--- config.mk ---
export PLATFORM = sky130hd
export DESIGN_NAME = dcache_replace
export DESIGN_NICKNAME = d
export VERILOG_FILES = /design/src/design/dcache_replace.sv
export VERILOG_INCLUDE_DIRS = /design/src /design/src/include
export SDC_FILE = /design/constraint.sdc
export NUM_CORES = 2
export LEC_CHECK = 0
export BUFFER_PORTS_ARGS = -buffer_cell sky130_fd_sc_hd__buf_4
export CAP_MARGIN = 20
export CORE_ASPECT_RATIO = 1.2
export CORE_MARGIN = 2
export CORE_UTILIZATION = 54
export CTS_BUF_LIST = sky130_fd_sc_hd__clkbuf_2
export CTS_CLUSTER_DIAMETER = 100
export DETAILED_ROUTE_END_ITERATION = 7
export PLACE_DENSITY = 0.8
export RECOVER_POWER = 50
export SLEW_MARGIN = 15
export SYNTH_ARGS = -nofsm -noshare
export SYNTH_HDL_FRONTEND = slang
export SYNTH_SLANG_ARGS = --single-unit
--- constraint.sdc ---
create_clock -name clk -period 4.85 [get_ports clk]
set_input_delay 0.2425 -clock clk [delete_from_list [all_inputs] [get_ports clk]]
set_output_delay 0.2425 -clock clk [all_outputs]
set_load 0.02 [all_outputs]
--- src/include/dcache_settings.svh ---
`ifndef DCACHE_SETTINGS_SVH
`define DCACHE_SETTINGS_SVH

// geometry: 128 sets x 2 ways x 32-byte lines
`define DCACHE_SETS 128
`define DCACHE_WAYS 2
// words per line, also the AXI burst length
`define DCACHE_WORDS 8

// address split
`define DCACHE_TAG_W 20
`define DCACHE_IDX_W 7
`define DCACHE_OFS_W 3

// kseg codes in addr[31:29]
`define DCACHE_SEG_UNCACHED 3'b101
`define DCACHE_SEG_DIRECT 3'b100

`endif

--- src/design/dcache_replace.sv ---
`timescale 1ns/1ps
`default_nettype none
`include "dcache_settings.svh"

module dcache_replace (
    input  wire                      clk,
    input  wire                      rst,
    input  wire [`DCACHE_IDX_W-1:0]  idx,
    input  wire                      lookup_hit,
    input  wire                      hit_way,
    input  wire                      fill,
    input  wire                      is_write,
    output logic                     victim_way,
    output logic                     victim_dirty
);

    // lru[set] names the way to evict next
    logic [`DCACHE_SETS-1:0] lru;
    logic [`DCACHE_SETS-1:0] dirty [`DCACHE_WAYS];

    assign victim_way   = lru[idx];
    assign victim_dirty = dirty[victim_way][idx];

    always_ff @(posedge clk) begin
        if (rst) begin
            lru   <= '0;
            dirty <= '{default: '0};
        end else if (lookup_hit) begin
            lru[idx] <= ~hit_way;
            if (is_write) begin
                dirty[hit_way][idx] <= 1'b1;
            end
        end else if (fill) begin
            // refilled way becomes most recent
            lru[idx]               <= ~lru[idx];
            dirty[victim_way][idx] <= is_write;
        end
    end

endmodule

`default_nettype wire

==> metrics.csv <==
metric,value,unit
Logic pwr share,18.0,%
most frequent cells in the layout,"nor2_1 (664), a21oi_1 (561), dfxtp_1 (382), nor3_1 (271), nand2_1 (155)",
CP Data Required Time,4.61,ns
Post-Synth Adder-Cell Area,0,%
setup violators final,1,
CTS Sinks,384,
Mapped Cells,2714,
Synth Area in XOR/XNOR,0,%
Layout Cells excl Fill,3259,
hpwl dp,40790,um
Skew-Pair Late Insertion Delay,1.15,ns
ys async rst share,0,%
post-DR wirelength/cell,20.93,um
Inst Count DP,3078,
first-pass GRT wire length,107900,um
"IR drop worst, VDD",0.1377,mV
critical path class,reg -> out,
number of buffers added on ports,14,
"Core Util, Final",59.77,%
Yosys reg bits,384,
initial core utilization,54.53,%
Worst Skew,0.1076,ns
CTS root buf,clkbuf_2,
via count,21570,
post-synthesis sequential area ratio,38.51,%
"EDFF count, synth",0,
Placer Congestion,0.9829,
Max Freq,180.6,MHz
status,"complete, but fails checks",
GRT Util Overall,34.13,%
fin nets,2733,
CTS HTree Levels,3,
Vias/cell,6.620,
"Reg clk slew, reported paths",0.13,ns
Final period util,114.2,%
critical path's largest stage delay,0.60,ns
WP data arrival,5.29,ns
Slew @ Worst Pin,1.177,ns
area grow syn2layout,9.614,%
drc violations,5,
Crit path max-delay family,compound AO/OA/AOI/OAI gates,
Post-Synth Simple-Gate Area,23.88,%
die width,179.5,um
Reg power frac,48.5,%
worst min-delay path class,in -> reg,
CTS tree,built,
Syn Area/Cell,7.356,sq um
pin count of the biggest net entering global routing,173,
Synth Area in Compound Gates,23.45,%
die height,214.6,um
mapped cell area,0.01996,sq mm
fillers,3142,
Synth top area share,38.51,%
Fin. Hold Viols,0,
Clock power frac,33.5,%
dominant cells by area after synthesis,"dfxtp_1 (39%), a21oi_1 (14%), nor2_1 (13%)",
ANT nets after route,0,
Syn. warnings,0,
Unique masters post-synth,63,
initial antenna violation count,2,
worst-path cell chain,and3b_1 > o21ai_0 > a311o_1 > o22a_1 > o2111ai_2 > a2111oi_4 > and2_4 > buf_12 > mux2i_1 > o22ai_1 > or4_4 > a221o_1 > a21oi_2 > buf_4 > o221ai_4 > buf_6,
failing checks,"design-rule violations, negative setup slack",
Num CTS Buffers,93,
CP Buf/Inv Count,3,
fraction of layout instances using a drive strength above 1,12.84,%
GRT overflow,0,
clk buf depth,3,
Seq. cell area,0.007690,sq mm
Crit. End Element,output port,
fin. max-slew vios,0,
vias in the first global route,20710,
"most common cell after layout, fill and taps aside",nor2_1,
RSZ-0062 raised after global routing,yes,
Core Footprint,0.03661,sq mm
CP startpoint kind,register,
static leakage,7.993,nW
largest fanout on the critical path,5,
Synth Net Count,2727,
"Slowest-stage cell, CP",or4_4,
"area leader, netlist",dfxtp_1,
worst relative slew slack,21.52,%
predominant post-synthesis flop cell,dfxtp_1,
footprint of the multi-input gates,0.01125,sq mm
NetSw,2.136,mW
Pwr Density,298.1,mW/mm^2
largest family of logic cells by synthesized area,simple AND/OR/NAND/NOR gates,
# rows,77,
Internal Pwr Total,4.388,mW
die area,0.03853,sq mm
mux share of post-synthesis cell area,8.141,%
num ports,15,
Sw Ratio,32.74,%
setup ws final,-0.6866,ns
1st-iter DRT viols,3333,
Total Wirelength,68200,um
max cap viols,0,
Tmin final,5.537,ns
total iterations of the first detailed-routing run,8,
power groups by stage:
stage | combinational [mW] | sequential, mW | clock (mW)
floorplan | 0.749 | 3.23 | 0
global placement | 1.04 | 3.24 | 0
detailed placement | 1.06 | 3.24 | 0
CTS | 1.12 | 3.16 | 2.19
global route | 1.24 | 3.17 | 2.37
finish | 1.18 | 3.16 | 2.18
timing repair:
item,4_1_cts,5_1_grt
hold buffers,12,0
pin swaps,8,9
resized for setup,15,15
endpoints found under the setup margin,1,15
setup buffers,5,0
hold endpoints to repair,223,0
cloned,3,0
metrics by stage:
step / hold slack, ns / setup TNS [ns] / setup WS [ns] / total power [mW] / area [sq um]
finish: 0.04760 / -0.6866 / -0.6866 / 6.523 / 21880
global route: 0.04570 / -0.7660 / -0.7660 / 6.777 / 21880
CTS: 0.01383 / -0.5767 / -0.5767 / 6.478 / 21780
detailed placement: 0.4841 / 0 / 0.04438 / 4.300 / 20660
global placement: 0.4733 / 0 / 0.06911 / 4.273 / 20660
floorplan: 0.4582 / 0 / 1.207 / 3.983 / 19960
flip-flops by register name, indices dropped and copies added, names as in the netlist:
register	cells
lru	128
dirty	256
final timing paths:
path,start,endpoint,slack [ns],cells past startpoint
hold reg to reg,lru[18],lru[18],0.51,2
setup reg to reg,lru[77],dirty[122],0.25,17
hold / removal,idx[1],lru[111],0.05,5
setup / recovery,lru[77],victim_dirty,-0.69,16
layout make-up:
cell class                 count  share of cell area [%]
multi-input combinational   2079                   51.40
sequential                   384                   35.14
timing repair buffer         154                   6.861
clock buffer                 137                   3.133
tap                          474                   2.710
clock inverter                18                  0.5489
inverter                       8                  0.1487
antenna                        5                 0.05718
synthesized netlist by cell type, types with 3 or more instances:
cell type / n
o221ai_1: 5
nor2b_1: 9
o21ai_0: 6
a22oi_1: 117
mux2i_1: 90
nand2_1: 155
inv_1: 5
and3_1: 4
nand2b_1: 3
or2_2: 3
and2_1: 4
nor2_1: 666
clkbuf_1: 137
a211oi_1: 28
buf_4: 17
a221o_1: 4
and3b_1: 4
buf_1: 24
nand3_1: 11
o22ai_1: 32
mux2_2: 10
nor3_1: 272
buf_2: 51
a221oi_1: 21
dfxtp_1: 384
buf_6: 12
a21oi_1: 562
mux4_2: 26
metal layers:
| layer | share of wire [%] | up-vias | track usage, % |
|---|---|---|---|
| met2 | 44 | 1560 | 52.64 |
| met1 | 37 | 10010 | 41.02 |
| met5 | 0 | - | 0 |
| met3 | 12 | 358 | 9.715 |
| li1 | - | 9648 | - |
| met4 | 6.8 | 0 | 23.90 |
logic make-up after synthesis:
logic type	Yosys count
simple gates	1143
flops	384
buf+inv	252
mux	128
compound gates	807
worst reg2reg max path, cell delays in order (launching register included):
cell and delay [ns]:
dfxtp_1 0.34, and3b_1 0.17, o21ai_0 0.58, a311o_1 0.29, o22a_1 0.14, o2111ai_2 0.14
a2111oi_4 0.26, and2_4 0.25, buf_12 0.13, buf_6 0.17, buf_4 0.18, o21ai_2 0.09
dlygate4sd3_1 0.59, buf_4 0.21, nor2_2 0.49, a21oi_1 0.18, nor2_1 0.13, nor3_1 0.07
(Power assumes the default switching activity.)
