**config.mk**
```make
export PLATFORM = sky130hd
export DESIGN_NAME = dcache_axi_master
export DESIGN_NICKNAME = d
export VERILOG_FILES = /design/src/design/dcache_pkg.sv /design/src/design/dcache_axi_master.sv
export VERILOG_INCLUDE_DIRS = /design/src /design/src/include
export SDC_FILE = /design/constraint.sdc
export NUM_CORES = 1
export LEC_CHECK = 0
export BUFFER_PORTS_ARGS = -buffer_cell sky130_fd_sc_hd__buf_2
export CORE_AREA = 2 2 200 202
export DETAILED_ROUTE_END_ITERATION = 8
export DIE_AREA = 0 0 202 204
export GPL_ROUTABILITY_DRIVEN = 0
export GPL_TIMING_DRIVEN = 0
export PLACE_DENSITY = 0.41
export SLEW_MARGIN = 30
export SYNTH_ARGS = -nofsm -noshare
export SYNTH_HDL_FRONTEND = slang
export SYNTH_SLANG_ARGS = --single-unit
```
**constraint.sdc**
```tcl
create_clock -name clk -period 2.4 [get_ports clk]
set_clock_uncertainty 0.2 [all_clocks]
set_input_delay 0.36 -clock clk [delete_from_list [all_inputs] [get_ports clk]]
set_output_delay 0.36 -clock clk [all_outputs]
set_load 0.05 [all_outputs]
```
**src/include/dcache_settings.svh**
```systemverilog
`ifndef DCACHE_SETTINGS_SVH
`define DCACHE_SETTINGS_SVH

// geometry: 128 sets x 2 ways x 32-byte lines
`define DCACHE_SETS 128
`define DCACHE_WAYS 2
// words per line, also the AXI burst length
`define DCACHE_WORDS 8

// address split
`define DCACHE_TAG_W 20
`define DCACHE_IDX_W 7
`define DCACHE_OFS_W 3

// kseg codes in addr[31:29]
`define DCACHE_SEG_UNCACHED 3'b101
`define DCACHE_SEG_DIRECT 3'b100

`endif

```
**src/design/dcache_pkg.sv**
```systemverilog
`default_nettype none
`include "dcache_settings.svh"

package dcache_pkg;

    typedef logic [31:0] word_t;
    typedef logic [31:0] paddr_t;

    typedef struct packed {
        logic                     valid;
        logic [`DCACHE_TAG_W-1:0] tag;
    } tag_entry_t;

    typedef struct packed {
        logic       wr;
        logic [3:0] sel;
        paddr_t     addr;
        word_t      wdata;
    } cpu_req_t;

    typedef struct packed {
        paddr_t     addr;
        logic [3:0] len;
    } axi_ar_t;

    typedef struct packed {
        paddr_t     addr;
        logic [3:0] len;
    } axi_aw_t;

    typedef struct packed {
        word_t      data;
        logic [3:0] strb;
        logic       last;
    } axi_w_t;

    typedef struct packed {
        word_t data;
        logic  last;
    } axi_r_t;

    typedef word_t [`DCACHE_WORDS-1:0] line_t;

    typedef enum logic [2:0] {
        s_idle,
        s_lookup,
        s_writeback,
        s_fetch,
        s_update,
        s_unc_read,
        s_unc_write
    } ctrl_state_t;

endpackage

`default_nettype wire

```
**src/design/dcache_axi_master.sv**
```systemverilog
`timescale 1ns/1ps
`default_nettype none
`include "dcache_settings.svh"

module dcache_axi_master (
    input  wire                       clk,
    input  wire                       rst,
    input  wire                       rd_start,
    input  wire dcache_pkg::axi_ar_t  rd_req,
    input  wire                       wr_start,
    input  wire dcache_pkg::axi_aw_t  wr_req,
    input  wire dcache_pkg::line_t    wr_line,
    input  wire [3:0]                 wr_sel,
    output logic                      rd_beat,
    output dcache_pkg::axi_r_t        rd_data,
    output logic                      wr_done,
    output dcache_pkg::axi_ar_t       ar,
    output logic                      arvalid,
    input  wire                       arready,
    input  wire dcache_pkg::axi_r_t   r,
    input  wire                       rvalid,
    output dcache_pkg::axi_aw_t       aw,
    output logic                      awvalid,
    input  wire                       awready,
    output dcache_pkg::axi_w_t        w,
    output logic                      wvalid,
    input  wire                       wready,
    input  wire                       bvalid
);

    import dcache_pkg::*;

    logic [`DCACHE_OFS_W-1:0] wcnt;

    always_ff @(posedge clk) begin
        if (rst) begin
            arvalid <= 1'b0;
            awvalid <= 1'b0;
            wvalid  <= 1'b0;
            wcnt    <= '0;
        end else begin
            if (rd_start) begin
                arvalid <= 1'b1;
            end else if (arready) begin
                arvalid <= 1'b0;
            end
            if (wr_start) begin
                awvalid <= 1'b1;
            end else if (awready) begin
                awvalid <= 1'b0;
            end
            // data phase opens once AW is taken
            if (awvalid && awready) begin
                wvalid <= 1'b1;
                wcnt   <= '0;
            end else if (wvalid && wready) begin
                if (w.last) begin
                    wvalid <= 1'b0;
                end
                wcnt <= wcnt + 1'b1;
            end
        end
    end

    always_ff @(posedge clk) begin
        if (rd_start) begin
            ar <= rd_req;
        end
        if (wr_start) begin
            aw <= wr_req;
        end
    end

    always_comb begin
        w.data = wr_line[wcnt];
        w.strb = wr_sel;
        w.last = 4'(wcnt) == aw.len;
    end

    // rready and bready are tied high at the top
    assign rd_beat = rvalid;
    assign rd_data = r;
    assign wr_done = bvalid;

endmodule

`default_nettype wire

```
==> results of run 1 <==
-- worst register-to-register path, cell delays in order (launching register included) --
cell	delay (ns)
dfxtp_4	0.37
buf_4	0.21
xor2_1	0.21
nor4_4	0.32
a311oi_1	0.14
-- path summary, 6_finish.rpt --
check / from / to / slack, ns / depth (start not counted)
worst max-delay path: wcnt[0] / w[36] / -0.23 / 5
worst min-delay path: rd_req[35] / ar[35] / 0.02 / 1
worst max register to register: wcnt[0] / wvalid / 0.83 / 4
worst min register to register: arvalid / arvalid / 0.29 / 2
-- synth_stat cells --
cell,count,share of area
buf_8,1,0.0032
nand3_1,2,0.0021
nand2_1,3,0.0024
clkbuf_1,5,0.0040
nand2b_1,1,0.0013
buf_4,40,0.064
buf_6,4,0.0096
dfxtp_1,6,0.026
mux4_2,56,0.27
buf_2,7,0.0075
inv_1,2,0.0016
ha_1,1,0.0027
xor2_1,5,0.0094
mux4_1,8,0.045
mux2_2,32,0.077
nor2_1,4,0.0032
edfxtp_1,72,0.46
a311oi_1,1,0.0019
a21oi_1,4,0.0043
nor4_1,1,0.0013
-- state kept, by name (all words and copies together), names as in the netlist --
name,flops
wcnt,3
ar,36
arvalid,1
wvalid,1
aw,36
awvalid,1
-- layout by cell type, fill, tap and decap left out, types with 2 or more instances in the layout --
cell / instances
a21oi_1: 4
buf_12: 5
buf_2: 453
buf_4: 46
buf_6: 32
bufinv_16: 3
clkbuf_16: 9
clkbuf_2: 2
clkinv_4: 2
dfxtp_1: 4
dlygate4sd3_1: 66
edfxtp_1: 72
inv_1: 2
mux2_2: 26
mux2_4: 6
mux4_1: 2
mux4_2: 62
nand2_1: 3
nand3_1: 2
nor2_1: 4
xor2_1: 5
-- what timing repair did --
action,in CTS,in global routing
setup buffers,3,0
hold buffers,64,2
hold endpoints to repair,64,2
gates resized for setup,90,19
endpoints found under the setup margin,33,33
-- logic make-up (layout without fill, tap and decap cells) --
logic type | after synthesis | count (layout) | share of synthesized area
other | 0 | 1 | 0
flip-flops | 78 | 78 | 0.489
AO/OA/AOI/OAI | 5 | 5 | 0.00616
multiplexers | 96 | 96 | 0.392
buffers and inverters | 59 | 625 | 0.0903
XOR/XNOR | 5 | 5 | 0.00938
adder cells (fa/ha/maj) | 1 | 1 | 0.00268
AND/OR/NAND/NOR | 11 | 11 | 0.0105
-- routing by layer --
metal / part of all wire / GRT usage / up-vias
met5: 0.00043 / 0 / -
met4: 0.015 / 0.0207 / 2
met3: 0.086 / 0.0338 / 25
met2: 0.52 / 0.205 / 295
met1: 0.37 / 0.120 / 2236
li1: - / - / 2150
-- final cells by class --
| class | count | area share |
|---|---|---|
| repair buffers | 550 | 0.362 |
| flip-flops and latches | 78 | 0.252 |
| multi-input cells | 118 | 0.218 |
| diodes | 1 | 0.000276 |
| clock buffers | 9 | 0.0248 |
| well taps | 525 | 0.0723 |
| inverters | 2 | 0.000827 |
| clock inverters | 7 | 0.0132 |
| plain buffers | 57 | 0.0568 |
-- power breakdown --
part | switching (mW) | total [mW] | internal (mW) | leakage (nW)
Sequential | 0.0296 | 1.63 | 1.60 | 0.755
Clock | 0.576 | 1.60 | 1.02 | 0.168
Combinational | 0.925 | 1.55 | 0.627 | 3.09
Total | 1.53 | 4.78 | 3.25 | 4.01
-- metrics by stage --
| step | utilization | setup WS (ns) |
|---|---|---|
| 3_3_place_gp | 0.198 | -0.793 |
| 5_1_grt | 0.232 | -0.304 |
| 3_5_place_dp | 0.198 | -0.758 |
| 4_1_cts | 0.230 | -0.287 |
| 2_1_floorplan | - | 0.222 |
| 6_report | 0.232 | -0.234 |
==> qor.txt, run 1 <==
Max-slew headroom = 0.437
synthesized flop and latch total = 78
# clock sinks = 78
Mapped Avg Cell Area = 18.3 um2
failing checks = negative setup slack
core area = 39,200 um2
CTS Buffer Depth = 2
clock period minus worst slack = 2.63 ns
measured slew at the worst slew-check pin = 0.845 ns
CTS tree = done
Core Rows = 73
area of the multi-input gates = 1980 um2
area growth from synthesis to layout = 94.5%
max_cap viols = 0
Worst path slowest cell = mux4_2
Synth cell types = 20
WP data required = 1.84 ns
clk root buf = clkbuf_16
Chip Width = 202 um
Seq/Total Area, Yosys = 0.489
Fin. Hold Viols = 0
Placed Area = 7750 um2
dpl cells = 1,261
cell count after synthesis = 255
Tot GR Track Use = 0.109
H-tree levels = 3
largest net degree at the start of global routing = 38
Congestion Overflow GR = 0
IO Pins = 521
First DRT Iteration DRCs = 197
Remaining DRCs = 0
total chip power = 4.78 mW
total CTS buffers = 9
maximum clock frequency = 380 MHz
Via Count = 4,708
post-synth net total = 630
fraction of layout instances using a drive strength above 1 = 0.795
Cell Area, Synth = 4670 um2
global-route wire length before repair = 33,000 um
drt pass-1 iters = 4
worst skew pair latency = 0.34 ns
Leak Pwr = 4.01 nW
Yosys warning count = 0
routed vias/inst = 3.50
worst-path cell chain = buf_12, buf_16, mux4_2, mux2_4, buf_8
HP Class = in2reg
Wirelength per Cell = 17.4 um
delay-heaviest family, CP = multiplexers
antenna violations before repair = 4
P per Cell Area = 526 nW/um2
max incr delay on CP = 0.57 ns
Total Die Area = 41,200 um2
fin worst setup slack = -0.234 ns
setup TNS = -5.47 ns
Die H = 204 um
Critical Path Start Type = flip-flop
final setup vio count = 32
Design Area, Final = 9080 um2
hold_ws = 0.0192 ns
Final #Nets = 1,191
Post-Layout Cell Count = 1,347
drt total wl = 23,500 um
Final Max Slew Viols = 0
Detailed Place HPWL = 19,700 um
RSZ-0062 raised after global routing = yes
ANT nets after route = 0
Period Utilization, post-route = 1.10
CP max FO = 10
port bufs = 481
Reg area = 2290 um2
Fill cells = 4,180
crit path capture type = output pin
Worst Setup Path Type = reg2out
vias in the first global route = 5,275
initial cell density of the core = 0.119
Critical Path AT = 2.07 ns
Clock transition at path regs = 0.06 ns
status = finished with violations
crit path buf inv count = 3
Peak VDD IR = 0.551 mV
Note: power is estimated with default switching activity, not from simulation.
==> inputs of run 2 (changes only) <==
Settings changed: ABC_AREA set to 1, CORE_AREA 2 2 200 202 to 2 2 203 205, DIE_AREA 0 0 202 204 to 0 0 205 207.
==> qor.txt, run 2 <==
Wirelength per Cell = 19.3 um
asr flop ratio synth = 0
cell accounting for the most synthesized area = edfxtp_1
clock share of power = 0.289
most frequent cells in the layout = buf_2 (450), nor2_1 (125), nand2_1 (112)
largest net degree at the start of global routing = 38
status = completed
IO Pins = 521
clock period minus worst slack = 2.35 ns
cell count after synthesis = 624
drt total wl = 33,300 um
RSZ-0062 raised after global routing = yes
Comb power frac = 0.371
maximum clock frequency = 426 MHz
commonest non-fill, non-tap cell in the layout = buf_2
core area = 40,400 um2
dominant synthesized flop cell = edfxtp_1
Switch Pwr = 1.78 mW
Critical R2R Launch = wcnt[1]
Die H = 207 um
Yosys warning count = 0
Reg power frac = 0.340
Core Rows = 74
Post-Synth Adder-Cell Area = 0.00254
Critical Path Start Type = flip-flop
measured slew at the worst slew-check pin = 0.883 ns
Area contributors post-synth = edfxtp_1 (44%), nor2_1 (10%), o21ai_0 (9.8%)
port bufs = 481
Final #Nets = 1,563
Tot GR Track Use = 0.151
Worst Setup SP = wcnt[0]
CTS Buffer Depth = 2
max_cap viols = 0
Seq/Total Area, Yosys = 0.464
Mapped Avg Cell Area = 7.88 um2
Cell Area, Synth = 4920 um2
switching share of power = 0.369
H-tree levels = 3
post-synth net total = 999
CP max FO = 10
top-count cell post-synth = nor2_1
WP data required = 1.84 ns
Detailed Place HPWL = 27,400 um
Worst Setup Path Type = reg2out
Post-Layout Cell Count = 1,729
total CTS buffers = 9
Leak Pwr = 4.59 nW
Synth cell types = 21
vias in the first global route = 7,426
First DRT Iteration DRCs = 409
simple-gate portion of the synthesized area = 0.191
Fin. Hold Viols = 0
P per Cell Area = 503 nW/um2
Period Utilization, post-route = 0.978
largest family of logic cells by synthesized area = compound AO/OA/AOI/OAI gates
antenna violations before repair = 13
CTS tree = done
post-synthesis mux area share = 0
ANT nets after route = 0
initial cell density of the core = 0.122
Via Count = 6,873
hold_ws = 0.0243 ns
Peak VDD IR = 0.562 mV
global-route wire length before repair = 46,800 um
Max-slew headroom = 0.411
fraction of layout instances using a drive strength above 1 = 0.517
biggest regs = ar: 36 flops, aw: 36 flops, wcnt: 3 flops
Remaining DRCs = 0
number of flops mapped to enable cells by yosys = 72
Clock transition at path regs = 0.06 ns
routed vias/inst = 3.98
clk root buf = clkbuf_16
XOR/XNOR Fraction of Synth Area = 0
Pint = 3.04 mW
Synth top cells by count = nor2_1 (133), nand2_1 (113), o21ai_0 (96), edfxtp_1 (72), o22ai_1 (64)
drt pass-1 iters = 5
# clock sinks = 78
worst skew pair latency = 0.36 ns
dpl cells = 1,637
Chip Width = 205 um
synthesized flop and latch total = 78
HP Class = in2reg
final setup vio count = 0
Final Max Slew Viols = 0
Compound-Gate Fraction of Synth Area = 0.219
crit path capture type = output pin
Congestion Overflow GR = 0
Synth top area share = 0.439
Total Die Area = 42,400 um2
hold_sp = wr_req[24]
Critical Path AT = 1.79 ns
area growth from synthesis to layout = 94.6%
run 2: kinds of logic (layout without fill, tap and decap cells):
logic type | after synthesis | in the layout
fa+ha+maj | 1 | 1
compound gates | 198 | 198
buf+inv | 98 | 667
flops | 78 | 78
other cells | 0 | 4
simple gates | 249 | 249
run 2: power groups by stage:
stage	logic [mW]	registers, mW	clock network, mW
6_report	1.79	1.64	1.39
5_1_grt	1.90	1.65	1.47
4_1_cts	1.77	1.64	1.44
3_5_place_dp	1.60	1.67	0
3_3_place_gp	1.60	1.67	0
2_1_floorplan	0.616	2.02	0
run 2: cell type report:
type | count | area [um2]
clock buffer | 9 | 225
inverter | 10 | 47.5
tap | 532 | 666
multi-input combinational | 448 | 2140
timing repair buffer | 554 | 3310
fill | 4508 | 30800
buffer | 87 | 821
sequential | 78 | 2290
antenna | 4 | 10.0
clock inverter | 7 | 70.1
run 2: final timing paths:
kind | endpoint | slack (ns) | cells after the start
hold / removal | aw[24] | 0.02 | 1
setup reg to reg | wvalid | 0.85 | 9
setup / recovery | w[16] | 0.05 | 8
hold reg to reg | arvalid | 0.31 | 2
run 2: routing by layer:
| metal | global-route usage | part of all wire | wire (um) | vias to the layer above |
|---|---|---|---|---|
| met1 | 0.153 | 0.35 | 11700 | 3176 |
| met3 | 0.0420 | 0.086 | 2880 | 49 |
| met2 | 0.291 | 0.54 | 18000 | 376 |
| met4 | 0.0489 | 0.022 | 738 | 4 |
| met5 | 0 | 0.00069 | 23 | - |
| li1 | - | - | - | 3268 |
run 2: stage by stage:
step,utilization,power (mW),setup WS (ns),TNS (ns),instance area [um2]
after floorplan,-,2.64,0.0317,0,4930
after global placement,0.198,3.26,-0.430,-6.00,8000
after detailed placement,0.198,3.26,-0.432,-6.20,8000
after CTS,0.232,4.85,-0.0330,-0.114,9380
after global routing,0.237,5.03,-0.0577,-0.331,9570
final,0.237,4.82,0.0536,0,9570
run 2: timing repair:
| item | CTS | global route |
|---|---|---|
| hold buffers | 68 | 0 |
| pin swaps | 5 | 6 |
| gates cloned | 0 | 1 |
| gates resized for setup | 138 | 49 |
| setup buffers | 1 | 3 |
| endpoints found under the hold margin | 68 | 0 |
| setup endpoints to repair | 33 | 31 |
run 2: worst max-delay path: stages, from the launching register on:
cell and delay [ns]:
dfxtp_4 0.39, inv_6 0.10, clkbuf_16 0.17, buf_8 0.14
nor2_1 0.06, o22ai_2 0.23, nand2_1 0.10, nand2_1 0.09
buf_6 0.16
